<file path="src/include/spi_mux_config.svh">
`ifndef SPI_MUX_CONFIG_SVH
`define SPI_MUX_CONFIG_SVH

////////////////////////////////////////////////////////////
// register write frames
////////////////////////////////////////////////////////////

// bits per frame, address byte first then value byte
`define SPI_MUX_FRAME_BITS 16

// register map
`define SPI_MUX_ADDR_LED 8'd7
`define SPI_MUX_ADDR_MUX 8'd8
`define SPI_MUX_ADDR_DAC 8'd9

////////////////////////////////////////////////////////////
// board and timing
////////////////////////////////////////////////////////////

// chip select lanes, only adc, dac and flash wired on the board
`define SPI_MUX_NUM_PERIPH 8

// flops per pin synchronizer
`define SPI_MUX_SYNC_STAGES 2

// log2 of blink prescale, roughly a visible rate off the crystal
`define SPI_MUX_BLINK_LOG2 20

`endif

</file>
<file path="src/verilog/spi_mux_pkg.sv">
`include "spi_mux_config.svh"

package spi_mux_pkg;

  ////////////////////////////////////////////////////////////
  // plain widths
  ////////////////////////////////////////////////////////////

  // high byte of a frame
  typedef logic [7:0] reg_addr_t;
  // low byte of a frame
  typedef logic [7:0] reg_data_t;
  // one bit per peripheral lane
  typedef logic [`SPI_MUX_NUM_PERIPH-1:0] periph_vec_t;

  ////////////////////////////////////////////////////////////
  // grouped signals
  ////////////////////////////////////////////////////////////

  // one decoded write, valid is a single cycle strobe
  typedef struct packed {
    logic      valid;
    reg_addr_t addr;
    reg_data_t data;
  } reg_write_t;

  // dac control pins, msb first as on the connector
  typedef struct packed {
    logic uni_bip_b;
    logic uni_bip_a;
    logic rst;
    logic ldac;
  } dac_ctrl_t;

  // led register fields, bit 7 and bits 1:0
  typedef struct packed {
    logic       manual;
    logic [1:0] pattern;
  } led_ctrl_t;

  // decoder frame states
  typedef enum logic [1:0] {IDLE, SHIFT, CHECK} dec_state_t;

endpackage

</file>
<file path="src/verilog/ctrl_regs.sv">
`timescale 1ns/1ps
`include "spi_mux_config.svh"

module ctrl_regs (
  input  logic                     clk,
  input  logic                     rst_n,
  input  spi_mux_pkg::reg_write_t  wr,
  output spi_mux_pkg::periph_vec_t mux_sel,
  output spi_mux_pkg::led_ctrl_t   led_ctrl,
  output spi_mux_pkg::dac_ctrl_t   dac_ctrl
);

  spi_mux_pkg::periph_vec_t mux_q;
  spi_mux_pkg::led_ctrl_t   led_q;
  spi_mux_pkg::dac_ctrl_t   dac_q;
  logic                     hit_led;
  logic                     hit_mux;
  logic                     hit_dac;

  ////////////////////////////////////////////////////////////
  // address decode
  ////////////////////////////////////////////////////////////

  assign hit_led = wr.valid && (wr.addr == `SPI_MUX_ADDR_LED);
  assign hit_mux = wr.valid && (wr.addr == `SPI_MUX_ADDR_MUX);
  assign hit_dac = wr.valid && (wr.addr == `SPI_MUX_ADDR_DAC);

  ////////////////////////////////////////////////////////////
  // register bank
  ////////////////////////////////////////////////////////////

  always_ff @(posedge clk or negedge rst_n)
  begin
    if (!rst_n)
    begin
      // all chip selects idle, blink mode, dac pins low
      mux_q <= '0;
      led_q <= '0;
      dac_q <= '0;
    end
    else
    begin
      if (hit_mux)
      begin
        mux_q <= wr.data[`SPI_MUX_NUM_PERIPH-1:0];
      end
      if (hit_led)
      begin
        // bit 7 picks manual, bits 1:0 the pattern
        led_q <= '{manual: wr.data[7], pattern: wr.data[1:0]};
      end
      if (hit_dac)
      begin
        // ldac, rst, uni_bip_a, uni_bip_b from bit 0 up
        dac_q <= wr.data[3:0];
      end
    end
  end

  assign mux_sel = mux_q;
  assign led_ctrl = led_q;
  assign dac_ctrl = dac_q;

  // map addresses must stay distinct
  a_one_hit: assert property (
    @(posedge clk) disable iff (!rst_n) $onehot0({hit_led, hit_mux, hit_dac})
  );

endmodule

</file>
<file path="src/verilog/gray_blinker.sv">
`timescale 1ns/1ps
`include "spi_mux_config.svh"

module gray_blinker #(
  parameter int log2_delay = `SPI_MUX_BLINK_LOG2
) (
  input  logic                   clk,
  input  logic                   rst_n,
  input  spi_mux_pkg::led_ctrl_t led_ctrl,
  output logic [1:0]             led
);

  // prescale bits plus two bits of slow count
  logic [log2_delay+1:0] cnt_q;
  logic [1:0]            slow_cnt;
  logic [1:0]            gray_q;

  ////////////////////////////////////////////////////////////
  // slow count and gray encode
  ////////////////////////////////////////////////////////////

  assign slow_cnt = cnt_q[log2_delay +: 2];

  always_ff @(posedge clk or negedge rst_n)
  begin
    if (!rst_n)
    begin
      cnt_q <= '0;
      gray_q <= '0;
    end
    else
    begin
      // free running, wraps silently
      cnt_q <= cnt_q + 1'b1;
      // registered so the pins never glitch
      gray_q <= slow_cnt ^ (slow_cnt >> 1);
    end
  end

  // manual override straight from the register
  assign led = led_ctrl.manual ? led_ctrl.pattern : gray_q;

endmodule

</file>
<file path="src/verilog/periph_router.sv">
`timescale 1ns/1ps

module periph_router (
  input  logic                     cs_n,
  input  logic                     special_n,
  input  spi_mux_pkg::periph_vec_t mux_sel,
  input  spi_mux_pkg::periph_vec_t periph_miso,
  output spi_mux_pkg::periph_vec_t periph_cs_n,
  output logic                     miso
);

  // bus chip select spread across every lane
  spi_mux_pkg::periph_vec_t cs_fan;

  ////////////////////////////////////////////////////////////
  // chip select fan-out
  ////////////////////////////////////////////////////////////

  // no clock on this path, forwarded bus must not lag the controller
  assign cs_fan = {$bits(spi_mux_pkg::periph_vec_t){~cs_n}};

  always_comb
  begin
    if (special_n)
    begin
      // pass-through, selected lanes follow cs_n
      periph_cs_n = ~(mux_sel & cs_fan);
    end
    else
    begin
      // register frame in flight, keep every peripheral deselected
      periph_cs_n = '1;
    end
  end

  ////////////////////////////////////////////////////////////
  // miso combine
  ////////////////////////////////////////////////////////////

  // unselected lanes masked off
  // several selected lanes just OR together
  assign miso = |(periph_miso & mux_sel);

  // register writes never leak to the peripherals
  always_comb
  begin
    if (!special_n)
    begin
      a_lanes_idle: assert (&periph_cs_n)
      else
        $error("peripheral chip select low during register frame");
    end
  end

endmodule

</file>
<file path="src/verilog/spi_mux_top.sv">
`timescale 1ns/1ps
`include "spi_mux_config.svh"

module spi_mux_top #(
  parameter int blink_log2 = `SPI_MUX_BLINK_LOG2
) (
  input  logic                     clk,
  input  logic                     rst_n,

  // controller spi bus
  input  logic                     sclk,
  input  logic                     cs_n,
  input  logic                     mosi,
  input  logic                     special_n,
  output logic                     miso,

  // peripheral side
  output logic                     periph_sclk,
  output logic                     periph_mosi,
  output spi_mux_pkg::periph_vec_t periph_cs_n,
  input  spi_mux_pkg::periph_vec_t periph_miso,

  // dac control pins
  output spi_mux_pkg::dac_ctrl_t   dac_ctrl,

  // status leds
  output logic [1:0]               led
);

  spi_mux_pkg::reg_write_t  wr;
  spi_mux_pkg::periph_vec_t mux_sel;
  spi_mux_pkg::led_ctrl_t   led_ctrl;

  ////////////////////////////////////////////////////////////
  // register write path
  ////////////////////////////////////////////////////////////

  spi_reg_decoder u_decoder (
    .clk       (clk),
    .rst_n     (rst_n),
    .sclk      (sclk),
    .cs_n      (cs_n),
    .mosi      (mosi),
    .special_n (special_n),
    .wr        (wr)
  );

  ctrl_regs u_regs (
    .clk      (clk),
    .rst_n    (rst_n),
    .wr       (wr),
    .mux_sel  (mux_sel),
    .led_ctrl (led_ctrl),
    .dac_ctrl (dac_ctrl)
  );

  ////////////////////////////////////////////////////////////
  // pass-through routing
  ////////////////////////////////////////////////////////////

  // clock and data go to every peripheral, only cs picks the target
  assign periph_sclk = sclk;
  assign periph_mosi = mosi;

  periph_router u_router (
    .cs_n        (cs_n),
    .special_n   (special_n),
    .mux_sel     (mux_sel),
    .periph_miso (periph_miso),
    .periph_cs_n (periph_cs_n),
    .miso        (miso)
  );

  // status leds
  gray_blinker #(
    .log2_delay (blink_log2)
  ) u_blinker (
    .clk      (clk),
    .rst_n    (rst_n),
    .led_ctrl (led_ctrl),
    .led      (led)
  );

endmodule

</file>
<file path="src/verilog/spi_reg_decoder.sv">
`timescale 1ns/1ps
`include "spi_mux_config.svh"

module spi_reg_decoder (
  input  logic                    clk,
  input  logic                    rst_n,
  input  logic                    sclk,
  input  logic                    cs_n,
  input  logic                    mosi,
  input  logic                    special_n,
  output spi_mux_pkg::reg_write_t wr
);

  localparam int frame_bits = `SPI_MUX_FRAME_BITS;
  localparam int sync_stages = `SPI_MUX_SYNC_STAGES;
  // counter holds one past a full frame so 17 bits is still seen as too long
  localparam int cnt_w = $clog2(frame_bits + 2);
  localparam logic [cnt_w-1:0] cnt_max = cnt_w'(frame_bits + 1);
  localparam logic [cnt_w-1:0] cnt_full = cnt_w'(frame_bits);

  // controller bus pins, synchronized together
  typedef struct packed {
    logic sclk;
    logic cs_n;
    logic mosi;
    logic special_n;
  } pins_t;

  // idle bus levels
  localparam pins_t pins_idle = '{sclk: 1'b0, cs_n: 1'b1, mosi: 1'b0, special_n: 1'b1};

  pins_t                  sync_q [sync_stages];
  pins_t                  pins_s;
  logic                   sclk_prev_q;
  logic                   cs_prev_q;
  logic                   sclk_rise;
  logic                   cs_rise;
  logic                   shift_en;
  spi_mux_pkg::dec_state_t state_q;
  logic [cnt_w-1:0]       cnt_q;
  logic                   bad_q;
  logic                   valid_q;
  logic [frame_bits-1:0]  frame_q;

  ////////////////////////////////////////////////////////////
  // pin synchronizers and edge detect
  ////////////////////////////////////////////////////////////

  always_ff @(posedge clk or negedge rst_n)
  begin
    if (!rst_n)
    begin
      for (int i = 0; i < sync_stages; i++)
      begin
        sync_q[i] <= pins_idle;
      end
      sclk_prev_q <= 1'b0;
      cs_prev_q <= 1'b1;
    end
    else
    begin
      sync_q[0] <= '{sclk: sclk, cs_n: cs_n, mosi: mosi, special_n: special_n};
      for (int i = 1; i < sync_stages; i++)
      begin
        sync_q[i] <= sync_q[i-1];
      end
      sclk_prev_q <= pins_s.sclk;
      cs_prev_q <= pins_s.cs_n;
    end
  end

  assign pins_s = sync_q[sync_stages-1];
  assign sclk_rise = pins_s.sclk & ~sclk_prev_q;
  // end of frame
  assign cs_rise = pins_s.cs_n & ~cs_prev_q;
  // mosi is synchronized alongside sclk, so it lines up with the edge
  assign shift_en = (state_q == spi_mux_pkg::SHIFT) && sclk_rise && !pins_s.special_n;

  ////////////////////////////////////////////////////////////
  // frame fsm
  ////////////////////////////////////////////////////////////

  always_ff @(posedge clk or negedge rst_n)
  begin
    if (!rst_n)
    begin
      state_q <= spi_mux_pkg::IDLE;
      cnt_q <= '0;
      bad_q <= 1'b0;
      valid_q <= 1'b0;
    end
    else
    begin
      valid_q <= 1'b0;
      case (state_q)
        spi_mux_pkg::IDLE:
        begin
          // frame opens on cs_n low
          if (!pins_s.cs_n)
          begin
            state_q <= spi_mux_pkg::SHIFT;
            cnt_q <= '0;
            bad_q <= 1'b0;
          end
        end
        spi_mux_pkg::SHIFT:
        begin
          // special released mid frame, whole frame is junk
          if (pins_s.special_n)
          begin
            bad_q <= 1'b1;
          end
          // saturate so long frames never wrap back to 16
          if (shift_en && cnt_q != cnt_max)
          begin
            cnt_q <= cnt_q + 1'b1;
          end
          if (cs_rise)
          begin
            state_q <= spi_mux_pkg::CHECK;
          end
        end
        spi_mux_pkg::CHECK:
        begin
          valid_q <= (cnt_q == cnt_full) && !bad_q;
          state_q <= spi_mux_pkg::IDLE;
        end
        default:
        begin
          state_q <= spi_mux_pkg::IDLE;
        end
      endcase
    end
  end

  // msb first shift
  always_ff @(posedge clk)
  begin
    if (shift_en)
    begin
      frame_q <= {frame_q[frame_bits-2:0], pins_s.mosi};
    end
  end

  // frame_q holds still until the next frame, well after the strobe
  assign wr = '{valid: valid_q, addr: frame_q[frame_bits-1 -: 8], data: frame_q[7:0]};

  // strobe lasts one cycle
  a_valid_single: assert property (
    @(posedge clk) disable iff (!rst_n) valid_q |=> !valid_q
  );

  // strobe only two cycles after a synchronized cs_n rise
  a_valid_after_rise: assert property (
    @(posedge clk) disable iff (!rst_n) valid_q |-> $past(cs_rise, 2)
  );

endmodule
</file>
<file path="config.mk">
export PLATFORM = sky130hd
export DESIGN_NAME = spi_mux_top
export DESIGN_NICKNAME = d
export VERILOG_FILES = /design/src/verilog/spi_mux_pkg.sv /design/src/verilog/ctrl_regs.sv /design/src/verilog/gray_blinker.sv /design/src/verilog/periph_router.sv /design/src/verilog/spi_mux_top.sv /design/src/verilog/spi_reg_decoder.sv
export VERILOG_INCLUDE_DIRS = /design/src /design/src/include
export SDC_FILE = /design/constraint.sdc
export NUM_CORES = 1
export LEC_CHECK = 0
export BUFFER_PORTS_ARGS = -buffer_cell sky130_fd_sc_hd__buf_2
export CAP_MARGIN = 20
export CORE_MARGIN = 2
export CORE_UTILIZATION = 45
export CTS_CLUSTER_DIAMETER = 200
export CTS_CLUSTER_SIZE = 28
export DETAILED_ROUTE_END_ITERATION = 6
export MAX_ROUTING_LAYER = met4
export PLACE_DENSITY = 0.72
export SYNTH_ARGS = -nofsm -noshare
export SYNTH_HDL_FRONTEND = slang
export SYNTH_HIERARCHICAL = 1
export SYNTH_SLANG_ARGS = --single-unit
</file>
<file path="constraint.sdc">
create_clock -name clk -period 4.4 [get_ports clk]
set_input_delay 0.66 -clock clk [delete_from_list [all_inputs] [get_ports clk]]
set_output_delay 0.66 -clock clk [all_outputs]
set_load 0.05 [all_outputs]
</file>
==> results of run 1 <==
==> kinds of logic (layout without fill, tap and decap cells) <==
| kind of cell | count (synthesis) | in the layout | synth area share, % |
|---|---|---|---|
| AO/OA/AOI/OAI | 20 | 20 | 4.52 |
| XOR/XNOR | 21 | 21 | 6.03 |
| adder cells (fa/ha/maj) | 4 | 4 | 1.64 |
| buffers and inverters | 14 | 55 | 2.83 |
| flip-flops | 74 | 74 | 63.6 |
| multiplexers | 18 | 18 | 6.61 |
| AND/OR/NAND/NOR | 68 | 68 | 14.8 |
==> synthesized netlist by cell type (3+ instances only) <==
master | count | area (um2)
and3_1 | 5 | 31.3
dfrtp_1 | 53 | 1330
xor2_1 | 11 | 96.3
buf_4 | 3 | 22.5
mux2_2 | 17 | 191
nand4_1 | 5 | 31.3
xnor2_1 | 10 | 87.6
ha_1 | 4 | 50.1
buf_6 | 3 | 33.8
dfstp_2 | 5 | 131
a21oi_1 | 4 | 20.0
inv_1 | 7 | 26.3
edfxtp_1 | 16 | 480
nor2_1 | 8 | 30.0
a22oi_1 | 4 | 30.0
nand2_1 | 17 | 63.8
nand3_1 | 9 | 45.0
==> power by group through the flow <==
stage | clock, uW | sequential, uW | combinational (uW)
4_1_cts | 541 | 744 | 71.3
3_3_place_gp | 0 | 756 | 69.7
2_1_floorplan | 0 | 750 | 48.7
3_5_place_dp | 0 | 758 | 71.0
6_report | 524 | 744 | 70.0
5_1_grt | 571 | 748 | 80.8
==> layer usage <==
metal	wire length, um	vias up	share of wire, %
li1	-	855	-
met1	2270	920	47
met2	2380	30	49
met3	144	7	3.0
met4	58	0	1.2
met5	0	-	0
==> through the flow <==
| stage | hold WS, ps | setup WS [ps] | cells | util [%] | power, uW |
|---|---|---|---|---|---|
| after floorplan | 331 | 2420 | 219 | - | 798 |
| after global routing | 230 | 2370 | 337 | 53.5 | 1400 |
| after CTS | 212 | 2120 | 336 | 53.4 | 1360 |
| after global placement | 340 | 2230 | 320 | 50.2 | 826 |
| final | 220 | 2450 | 337 | 53.5 | 1340 |
| after detailed placement | 343 | 2110 | 320 | 50.2 | 829 |
==> final timing paths <==
path                                      from                    to  slack (ps)  cells after the start
min in group clk           u_decoder/sync_q[7]   u_decoder/pins_s[3]         360                      0
hold / removal                           rst_n   u_blinker/cnt_q[19]         220                      1
setup / recovery                     special_n        periph_cs_n[4]        2450                      4
hold reg to reg            u_decoder/sync_q[7]   u_decoder/pins_s[3]         360                      0
setup reg to reg           u_decoder/pins_s[0]  u_decoder/frame_q[8]        2570                      3
max in group asynchronous                rst_n   u_decoder/pins_s[2]        3340                      2
==> layout make-up <==
cell class	count	share of cell area, %
sequential	74	56.1
multi-input combinational	131	29.6
timing repair buffer	32	4.78
clock buffer	11	4.38
tap	77	2.79
clock inverter	5	1.52
inverter	7	0.761
==> registers in the layout, summed over array words and instances (netlist names) <==
signal	count
u_decoder/sync_q	4
u_decoder/cnt_q	5
u_decoder/frame_q	16
u_regs/dac_ctrl	4
u_blinker/gray_q	2
u_decoder/pins_s	4
u_decoder/valid_q	1
u_regs/mux_sel	8
u_blinker/cnt_q	22
u_decoder/cs_prev_q	1
u_regs/led_ctrl	3
u_decoder/bad_q	1
u_decoder/state_q	2
u_decoder/sclk_prev_q	1
==> placed cells by master, fill, tap and decap left out, drive strengths merged, types with 5 or more instances in the layout <==
cell type / instances
buf: 32
xor2: 11
xnor2: 10
dfstp: 5
mux2: 17
clkbuf: 11
nand3: 10
nand4: 6
nor2: 8
inv: 7
edfxtp: 16
nand2: 17
dfrtp: 53
and3: 6
==> impl_summary.txt, run 1 <==
----------------------------------------------------
[Final layout]
  Sequential standard cell area ... 1940 um2
  FILL cells ... 546
  Net count of the finished layout ... 273
  Ratio of cells with drive above 1 in the final layout ... 30.4%
  Area of all placed cells without fillers ... 3450 um2
  Combined area of the multi-input logic cells ... 1020 um2
  Synthesis-to-layout area growth ... 13.3%
  ANT cells ... 0

[Clock network]
  Buffer type at the clock tree root ... clkbuf_8
  Level count of the clock H-tree ... 3
  Number of CTS-inserted buffers ... 9
  Latest clock arrival within the worst-skew pair ... 330 ps
  Number of buffers inserted to repair setup after CTS ... 0
  CTS Sinks ... 74
  CTS Hold Bufs ... 0
  Clock edge transition at the registers on the reported setup and hold paths ... 70 ps
  Clock tree from TritonCTS ... yes
  Bufs on Longest Clock Path ... 2
  Post-cts repair resize count ... 0

[Setup path]
  Bufs and invs on worst path ... 2
  Critical path launch point type ... input pin
  Type of destination of the critical path ... primary output
  Data arrival at the endpoint of the critical path ... 1290 ps
  Stage delay of the slowest cell on the critical path ... 240 ps
  Most numerous cell on the critical path ... buf_2
  Biggest fanout along the worst timing path ... 8
  List of cells traversed by the critical path ... buf_2, nor2b_4, nand2_1, buf_2
  Data required time at the worst endpoint ... 3740 ps
  Critical path start-end classification ... in2out
  Kind of cell adding the most delay to the critical path ... simple AND/OR/NAND/NOR gates
  Worst-path cell with the longest stage delay ... nor2b_4

[Power]
  Worst vdd ir ... 0.000250 V
  Switch Pwr ... 297 uW
  Power share of the sequential group ... 55.6%
  Static Leakage ... 0.00156 uW
  Power per Cell Area ... 387 nW/um2
  Power share of the combinational group ... 5.2%
  Total internal power ... 1040 uW
  Clock share of power ... 39.2%
  Sw Ratio ... 22.2%

[Die]
  Row cnt ... 29
  Overall die height ... 86.3 um
  Overall die area ... 7450 um2
  Die Span X ... 86.3 um
  Ports ... 31
  Placeable core region ... 6460 um2
  Initial standard-cell utilization of the core ... 47.2%

[GRT]
  Met2 usage in global routing ... 22.3%
  Pin count of the biggest net entering global routing ... 44
  Met3 demand-to-capacity share in global routing ... 2.76%
  Busiest layer in global routing ... met2
  First-pass GRT wire length ... 8220 um
  Overflow after GRT ... 0
  Initial antenna violation count ... 0
  GRT Util Overall ... 14.8%
  Met1 usage in global routing ... 18.9%
  Via count of the first global-routing pass ... 1780

[STA]
  Tcrit/Tclk final ... 44.3%
  Worst clock skew on the final layout ... 5.60 ps
  Max Clk Rate ... 512 MHz
  Max-Slew Margin vs Limit ... 53.8%
  Final number of max-transition violations ... 0
  Total negative slack for setup checks ... 0 ps
  Unrepaired setup endpoints after global routing ... false
  Final-report hold violation count ... 0
  Setup-violating endpoint count in the final report ... 0
  Final critical delay including setup and external delays ... 1950 ps
  Slew at the pin closest to its max-slew limit ... 683 ps

[Place]
  Total placed instance area ... 3240 um2
  Port-buffer cells ... 30
  GPL Wtd Cong ... 0.827
  Dpl hpwl ... 3380 um

[Routing]
  DRC Markers ... 0
  DRC marker count from the first detailed-route iteration ... 72
  Total routed wirelength ... 4860 um
  Number of iterations in the first detailed-routing pass ... 6
  Average detailed-routed wire length per instance ... 14.4 um
  Via count ... 1812
  Number of nets with antenna violations after routing ... 0
  Drt via density ... 5.38

[Logic synthesis]
  Cell Area, Synth ... 3050 um2
  Synth warn ... 6
  Syn avg cell area ... 13.9 um2
  Count of different cell masters after synthesis ... 46
  Seq/Total Area, Yosys ... 63.6%
  Gate Count Post-Synth ... 219
  Syn Nets ... 237
  Most common flop cell mapped by yosys ... dfrtp_1
  Number of enable flip-flop cells after synthesis ... 16
  Flip-flop and latch count after synthesis ... 74
  Post-synth ARST share ... 78.4%

[Run]
  Number of maximum-capacitance violations ... 0

[Hold path]
  Hold crit path type ... in2async

[Run status]
  Run status ... finished clean

----------------------------------------------------
(Power assumes the default switching activity.)
==> inputs of run 2 (changes only) <==
==> constraint.sdc (replaced) <==
create_clock -name clk -period 2 [get_ports clk]
set_input_delay 0.3 -clock clk [delete_from_list [all_inputs] [get_ports clk]]
set_output_delay 0.3 -clock clk [all_outputs]
set_load 0.05 [all_outputs]
==> run 2 against run 1 <==
Combinational power up 130%. Routed wire length up 1.7%. Critical path type is now reg2reg. Count of clock-buffer cells in the layout down 1. Clock skew up 2.4 ps. Sequential share of layout area down 0.18 points. Cell count up 0.30%. Global-route usage up 0.78 points. Hold slack worse by 150 ps.
==> impl_summary.txt, run 2 (synthesized netlist as in run 1, its figures left out) <==
----------------------------------------------------
[Power]
  Sw Ratio ... 23.7%
  Power per Cell Area ... 845 nW/um2
  Switch Pwr ... 693 uW
  Power share of the sequential group ... 55.9%
  Total internal power ... 2230 uW
  Worst vdd ir ... 0.000466 V
  Static Leakage ... 0.00155 uW
  Overall power ... 2930 uW
  Power share of the combinational group ... 5.5%
  Clock share of power ... 38.6%

[Final layout]
  ANT cells ... 0
  Area of all placed cells without fillers ... 3460 um2
  Top register by number of flip-flops ... u_blinker/cnt_q
  Leading cell type in the layout, fill and taps excluded ... dfrtp_1
  End-of-flow core utilization ... 53.6%
  Synthesis-to-layout area growth ... 13.7%
  Ratio of cells with drive above 1 in the final layout ... 29.9%
  Net count of the finished layout ... 274
  Commonest non-fill, non-tap cells in the layout ... dfrtp_1 (53), buf_2 (30), nand2_1 (17), mux2_2 (17), edfxtp_1 (16)
  Max reg flops ... 22

[Routing]
  Average detailed-routed wire length per instance ... 14.6 um
  DRC Markers ... 0
  Total routed wirelength ... 4940 um
  Drt via density ... 5.24
  Number of nets with antenna violations after routing ... 0
  Via count ... 1770
  DRC marker count from the first detailed-route iteration ... 89
  Number of iterations in the first detailed-routing pass ... 4

[Clock network]
  Number of buffers inserted to repair setup after CTS ... 0
  Latest clock arrival within the worst-skew pair ... 350 ps
  Bufs on Longest Clock Path ... 2
  Buffer type at the clock tree root ... clkbuf_8
  CTS Sinks ... 74
  Clock edge transition at the registers on the reported setup and hold paths ... 70 ps
  Level count of the clock H-tree ... 3
  Number of CTS-inserted buffers ... 9
  Clock tree from TritonCTS ... yes
  CTS Hold Bufs ... 1
  Post-cts repair resize count ... 0

[GRT]
  Via count of the first global-routing pass ... 1823
  First-pass GRT wire length ... 8550 um
  Initial antenna violation count ... 0
  Overflow after GRT ... 0
  Pin count of the biggest net entering global routing ... 36
  GRT Util Overall ... 15.5%

[STA]
  Final critical delay including setup and external delays ... 1730 ps
  Worst clock skew on the final layout ... 7.98 ps
  Unrepaired setup endpoints after global routing ... false
  Total negative slack for setup checks ... 0 ps
  Max Clk Rate ... 578 MHz
  Max-Slew Margin vs Limit ... 62.7%
  Final-report hold violation count ... 0
  Tcrit/Tclk final ... 86.5%
  Minimum setup slack in the final design ... 271 ps
  Final number of max-transition violations ... 0
  Slew at the pin closest to its max-slew limit ... 559 ps
  Setup-violating endpoint count in the final report ... 0

[Setup path]
  Critical path start-end classification ... reg2reg
  Critical path launch point type ... flop
  Biggest fanout along the worst timing path ... 10
  Type of destination of the critical path ... flop
  Data arrival at the endpoint of the critical path ... 1990 ps
  Data required time at the worst endpoint ... 2260 ps

[Die]
  Overall die height ... 86.3 um
  Row cnt ... 29
  Die Span X ... 86.3 um
  Ports ... 31
  Overall die area ... 7450 um2
  Initial standard-cell utilization of the core ... 47.2%
  Placeable core region ... 6460 um2

[Run status]
  Run status ... finished clean

[Place]
  Port-buffer cells ... 30
  Setup slack after placement ... 287 ps
  Total placed instance area ... 3260 um2
  GPL Wtd Cong ... 0.845
  Dpl hpwl ... 3450 um

[Run]
  Number of maximum-capacitance violations ... 0

[Hold path]
  Hold crit path type ... in2reg

----------------------------------------------------
[run 2: cell types whose count changed in the layout (fill, tap and decap cells not counted)]
cell / delta
clkbuf_8: -2
clkinv_2: -2
buf_12: +1
buf_4: -1
clkbuf_1: +1
clkinvlp_4: +1
dlygate4sd3_1: +1
inv_4: +1
inv_6: +1
[run 2: worst paths after layout]
path / start / to / slack (ps) / cells after the start
max in group asynchronous: rst_n / u_decoder/sync_q[6] / 880 / 3
min in group asynchronous: rst_n / u_blinker/cnt_q[19] / 470 / 2
setup / recovery: u_decoder/pins_s[0] / u_decoder/cnt_q[4] / 270 / 3
hold reg to reg: u_decoder/sync_q[7] / u_decoder/pins_s[3] / 350 / 0
setup reg to reg: u_decoder/pins_s[0] / u_decoder/cnt_q[4] / 270 / 3
hold / removal: special_n / u_decoder/sync_q[4] / 70 / 1
[run 2: routing by layer]
| metal | up-vias | share of wire [%] | global-route usage, % |
|---|---|---|---|
| met5 | - | 0 | - |
| met4 | 0 | 2.0 | 9.38 |
| met3 | 9 | 2.8 | 3.24 |
| met2 | 30 | 48 | 22.5 |
| met1 | 874 | 47 | 20.3 |
| li1 | 857 | - | - |
[run 2: worst max-delay path: stages (launching register included)]
cell and delay (ps):
dfstp_2 370, or3b_1 510, or4b_1 580, a31oi_1 190
[run 2: per-stage QoR]
| step | hold WS, ps | instances |
|---|---|---|
| 2_1_floorplan | 4.41 | 219 |
| 3_3_place_gp | 318 | 321 |
| 3_5_place_dp | 334 | 321 |
| 4_1_cts | 49.2 | 338 |
| 5_1_grt | 57.5 | 338 |
| 6_report | 65.9 | 338 |
[run 2: cell type report]
class / instances / area [um2]
fillers: 562 / 2990
flip-flops and latches: 74 / 1940
multi-input cells: 131 / 1020
repair buffers: 33 / 188
clock buffers: 10 / 128
well taps: 77 / 96.3
clock inverters: 6 / 65.1
inverters: 7 / 26.3
[run 2: power by group through the flow]
stage | Clock (uW) | Combinational (uW) | Sequential (uW)
6_report | 1130 | 161 | 1640
5_1_grt | 1230 | 185 | 1650
4_1_cts | 1160 | 164 | 1640
3_5_place_dp | 0 | 161 | 1670
3_3_place_gp | 0 | 157 | 1660
2_1_floorplan | 0 | 107 | 1650
==> inputs of run 3 (changes only) <==
--- a/config.mk
+++ b/config.mk
@@ -6,6 +6,7 @@
 export SDC_FILE = /design/constraint.sdc
 export NUM_CORES = 1
 export LEC_CHECK = 0
+export ABC_AREA = 1
 export BUFFER_PORTS_ARGS = -buffer_cell sky130_fd_sc_hd__buf_2
 export CAP_MARGIN = 20
 export CORE_MARGIN = 2
@@ -14,7 +15,7 @@
 export CTS_CLUSTER_SIZE = 28
 export DETAILED_ROUTE_END_ITERATION = 6
 export MAX_ROUTING_LAYER = met4
-export PLACE_DENSITY = 0.72
+export PLACE_DENSITY = 0.74
 export SYNTH_ARGS = -nofsm -noshare
 export SYNTH_HDL_FRONTEND = slang
 export SYNTH_HIERARCHICAL = 1
==> constraint.sdc (replaced) <==
create_clock -name clk -period 1.5 [get_ports clk]
set_input_delay 0.225 -clock clk [delete_from_list [all_inputs] [get_ports clk]]
set_output_delay 0.225 -clock clk [all_outputs]
set_load 0.05 [all_outputs]
==> run 3 against run 2 <==
Synthesized cell count increased by 55%. Clock power increased by 11%. Sequential cell count unchanged. Register-to-register slack got worse by 80 ps. Setup slack got worse by 220 ps. Power increased by 35%. First-iteration DRC count increased by 36%. Sequential power increased by 38%. Largest cell class unchanged. Largest power group unchanged.
==> impl_summary.txt, run 3 <==
----------------------------------------------------
[Logic synthesis]
  Largest cells by area after synthesis ... dfrtp_1 (40%), edfxtp_1 (15%), nand2_1 (13%)
  Syn avg cell area ... 9.74 um2
  Top cells by count, synth ... nand2_1 (112), dfrtp_1 (53), inv_1 (30), nand3_1 (29), nor2_1 (28)
  Flip-flop and latch count after synthesis ... 74
  Synth warn ... 6
  Count of different cell masters after synthesis ... 28
  Cell Area, Synth ... 3310 um2
  Share of Yosys cell area claimed by the top area cell type ... 40.0%
  Number of enable flip-flop cells after synthesis ... 16
  Most common flop cell mapped by yosys ... dfrtp_1
  Post-synth ARST share ... 78.4%
  Cell type with the highest aggregate area in the netlist ... dfrtp_1
  Most common cell in the netlist ... nand2_1
  Gate Count Post-Synth ... 340
  Seq/Total Area, Yosys ... 58.5%
  Syn Nets ... 358

[GRT]
  Initial antenna violation count ... 0
  First-pass GRT wire length ... 9750 um
  Pin count of the biggest net entering global routing ... 59
  Overflow after GRT ... 0
  Via count of the first global-routing pass ... 2234
  GRT Util Overall ... 15.5%

[Routing]
  DRC Markers ... 0
  Average detailed-routed wire length per instance ... 11.2 um
  Number of nets with antenna violations after routing ... 0
  Met2 layer wire length in the routed design ... 2560 um
  Via count ... 2254
  Drt via density ... 4.62
  Detail Route met3 WL ... 207 um
  DRC marker count from the first detailed-route iteration ... 121
  Total routed wirelength ... 5470 um
  M1 wire length ... 2620 um
  Max layer used ... met4
  Number of iterations in the first detailed-routing pass ... 4

[Setup path]
  Start point of the critical path ... u_regs/led_ctrl[2]
  Critical path start-end classification ... reg2out
  Reg-to-Reg Start ... u_blinker/cnt_q[1]
  Data arrival at the endpoint of the critical path ... 1230 ps
  Critical path launch point type ... flop
  Worst-path cell with the longest stage delay ... dfrtp_1
  Data required time at the worst endpoint ... 1270 ps
  List of cells traversed by the critical path ... mux2_2, buf_6
  Biggest fanout along the worst timing path ... 3
  Stage delay of the slowest cell on the critical path ... 380 ps
  Type of destination of the critical path ... primary output

[STA]
  Tcrit/Tclk final ... 96.7%
  Setup-violating endpoint count in the final report ... 0
  Slew at the pin closest to its max-slew limit ... 306 ps
  Final number of max-transition violations ... 0
  Max Clk Rate ... 690 MHz
  Final-report hold violation count ... 0
  Final critical delay including setup and external delays ... 1450 ps
  Total negative slack for setup checks ... 0 ps
  Worst clock skew on the final layout ... 11.8 ps
  Max-Slew Margin vs Limit ... 79.6%

[Final layout]
  Synthesis-to-layout area growth ... 15.7%
  Net count of the finished layout ... 402
  Commonest non-fill, non-tap cells in the layout ... nand2_1 (112), dfrtp_1 (53), inv_1 (29), nand3_1 (29), nor2_1 (28)
  Area of all placed cells without fillers ... 3830 um2
  Final instance count without filler cells ... 488
  ANT cells ... 0
  Top register by number of flip-flops ... u_blinker/cnt_q
  Ratio of cells with drive above 1 in the final layout ... 21.1%
  Max reg flops ... 22
  Leading cell type in the layout, fill and taps excluded ... nand2_1

[Clock network]
  Bufs on Longest Clock Path ... 2
  Clock edge transition at the registers on the reported setup and hold paths ... 70 ps
  Buffer type at the clock tree root ... clkbuf_8
  Number of CTS-inserted buffers ... 9
  CTS Sinks ... 74
  Clock tree from TritonCTS ... yes
  Latest clock arrival within the worst-skew pair ... 340 ps
  Number of buffers inserted to repair setup after CTS ... 0
  Level count of the clock H-tree ... 3

[Hold path]
  Hold crit path type ... reg2reg
  Hold path startpoint ... u_decoder/sync_q[7]

[Die]
  Placeable core region ... 7180 um2
  Ports ... 31
  Overall die area ... 8060 um2
  Row cnt ... 31
  Overall die height ... 89.8 um
  Initial standard-cell utilization of the core ... 46.2%
  Die Span X ... 89.8 um

[Power]
  Power per Cell Area ... 1030 nW/um2
  Static Leakage ... 0.00188 uW
  Sw Ratio ... 26.3%
  Total internal power ... 2910 uW
  Worst vdd ir ... 0.000669 V
  Clock share of power ... 31.8%
  Power share of the combinational group ... 10.9%
  Switch Pwr ... 1040 uW
  Power share of the sequential group ... 57.3%

[Place]
  Port-buffer cells ... 30
  GPL Wtd Cong ... 0.780
  Total placed instance area ... 3610 um2
  Dpl hpwl ... 3840 um
  Inst Count DP ... 467

[Run status]
  Run status ... finished clean

[Run]
  Number of maximum-capacitance violations ... 0

----------------------------------------------------
run 3: cells by family after synthesis:
logic type                 after synthesis  synth area share [%]
AOI/OAI and AO/OA                        5                 0.755
xor gates and xnor gates                14                  3.70
muxes                                    2                 0.680
buffers and inverters                   36                  4.65
adders and majority gates                4                  1.51
DFF                                     74                  58.5
and+or+nand+nor                        205                  30.2
run 3: critical path: cells and delay by family (launching register included):
family | cells | cell delay, ps
DFF | 1 | 380
buffers and inverters | 1 | 150
muxes | 1 | 350
run 3: path summary, 6_finish.rpt:
path | end | slack, ps | cells past startpoint
max in group asynchronous | u_decoder/pins_s[2] | 770 | 3
min in group asynchronous | u_decoder/cnt_q[4] | 400 | 3
hold / removal | u_decoder/pins_s[3] | 350 | 0
hold reg to reg | u_decoder/pins_s[3] | 350 | 0
setup reg to reg | u_blinker/cnt_q[16] | 190 | 8
setup / recovery | led[0] | 50 | 2
run 3: cell type report:
class	instances	area (um2)
Fill cell	623	3340
Sequential cell	74	1940
Multi-Input combinational cell	230	1240
Timing Repair Buffer	37	259
Clock buffer	12	135
Tap cell	99	124
Inverter	32	120
Clock inverter	4	20.0
run 3: per-layer routing:
layer | track usage (%) | vias to the layer above
met4 | 5.77 | 0
met1 | 19.5 | 1049
li1 | - | 1159
met3 | 4.78 | 6
met5 | - | -
met2 | 23.7 | 40
run 3: power by group through the flow:
| stage | sequential [uW] | combinational, uW | clock (uW) |
|---|---|---|---|
| finish | 2260 | 430 | 1250 |
| global route | 2270 | 489 | 1390 |
| CTS | 2260 | 437 | 1300 |
| detailed placement | 2290 | 427 | 0 |
| global placement | 2290 | 410 | 0 |
| floorplan | 2270 | 301 | 0 |
run 3: what timing repair did:
item | 4_1_cts | 5_1_grt
hold buffers | 5 | 0
gates resized for setup | 3 | 4
endpoints found under the hold margin | 57 | 0
setup endpoints to repair | 2 | 2
run 3: per-stage QoR:
step,hold WS [ps],worst slack [ps],total power [uW],util [%]
2_1_floorplan,-70.6,11.9,2580,-
5_1_grt,357,-11.9,4150,53.4
3_5_place_dp,247,194,2720,50.3
6_report,351,49.8,3940,53.4
3_3_place_gp,248,256,2700,50.3
4_1_cts,353,1.52,4000,53.3
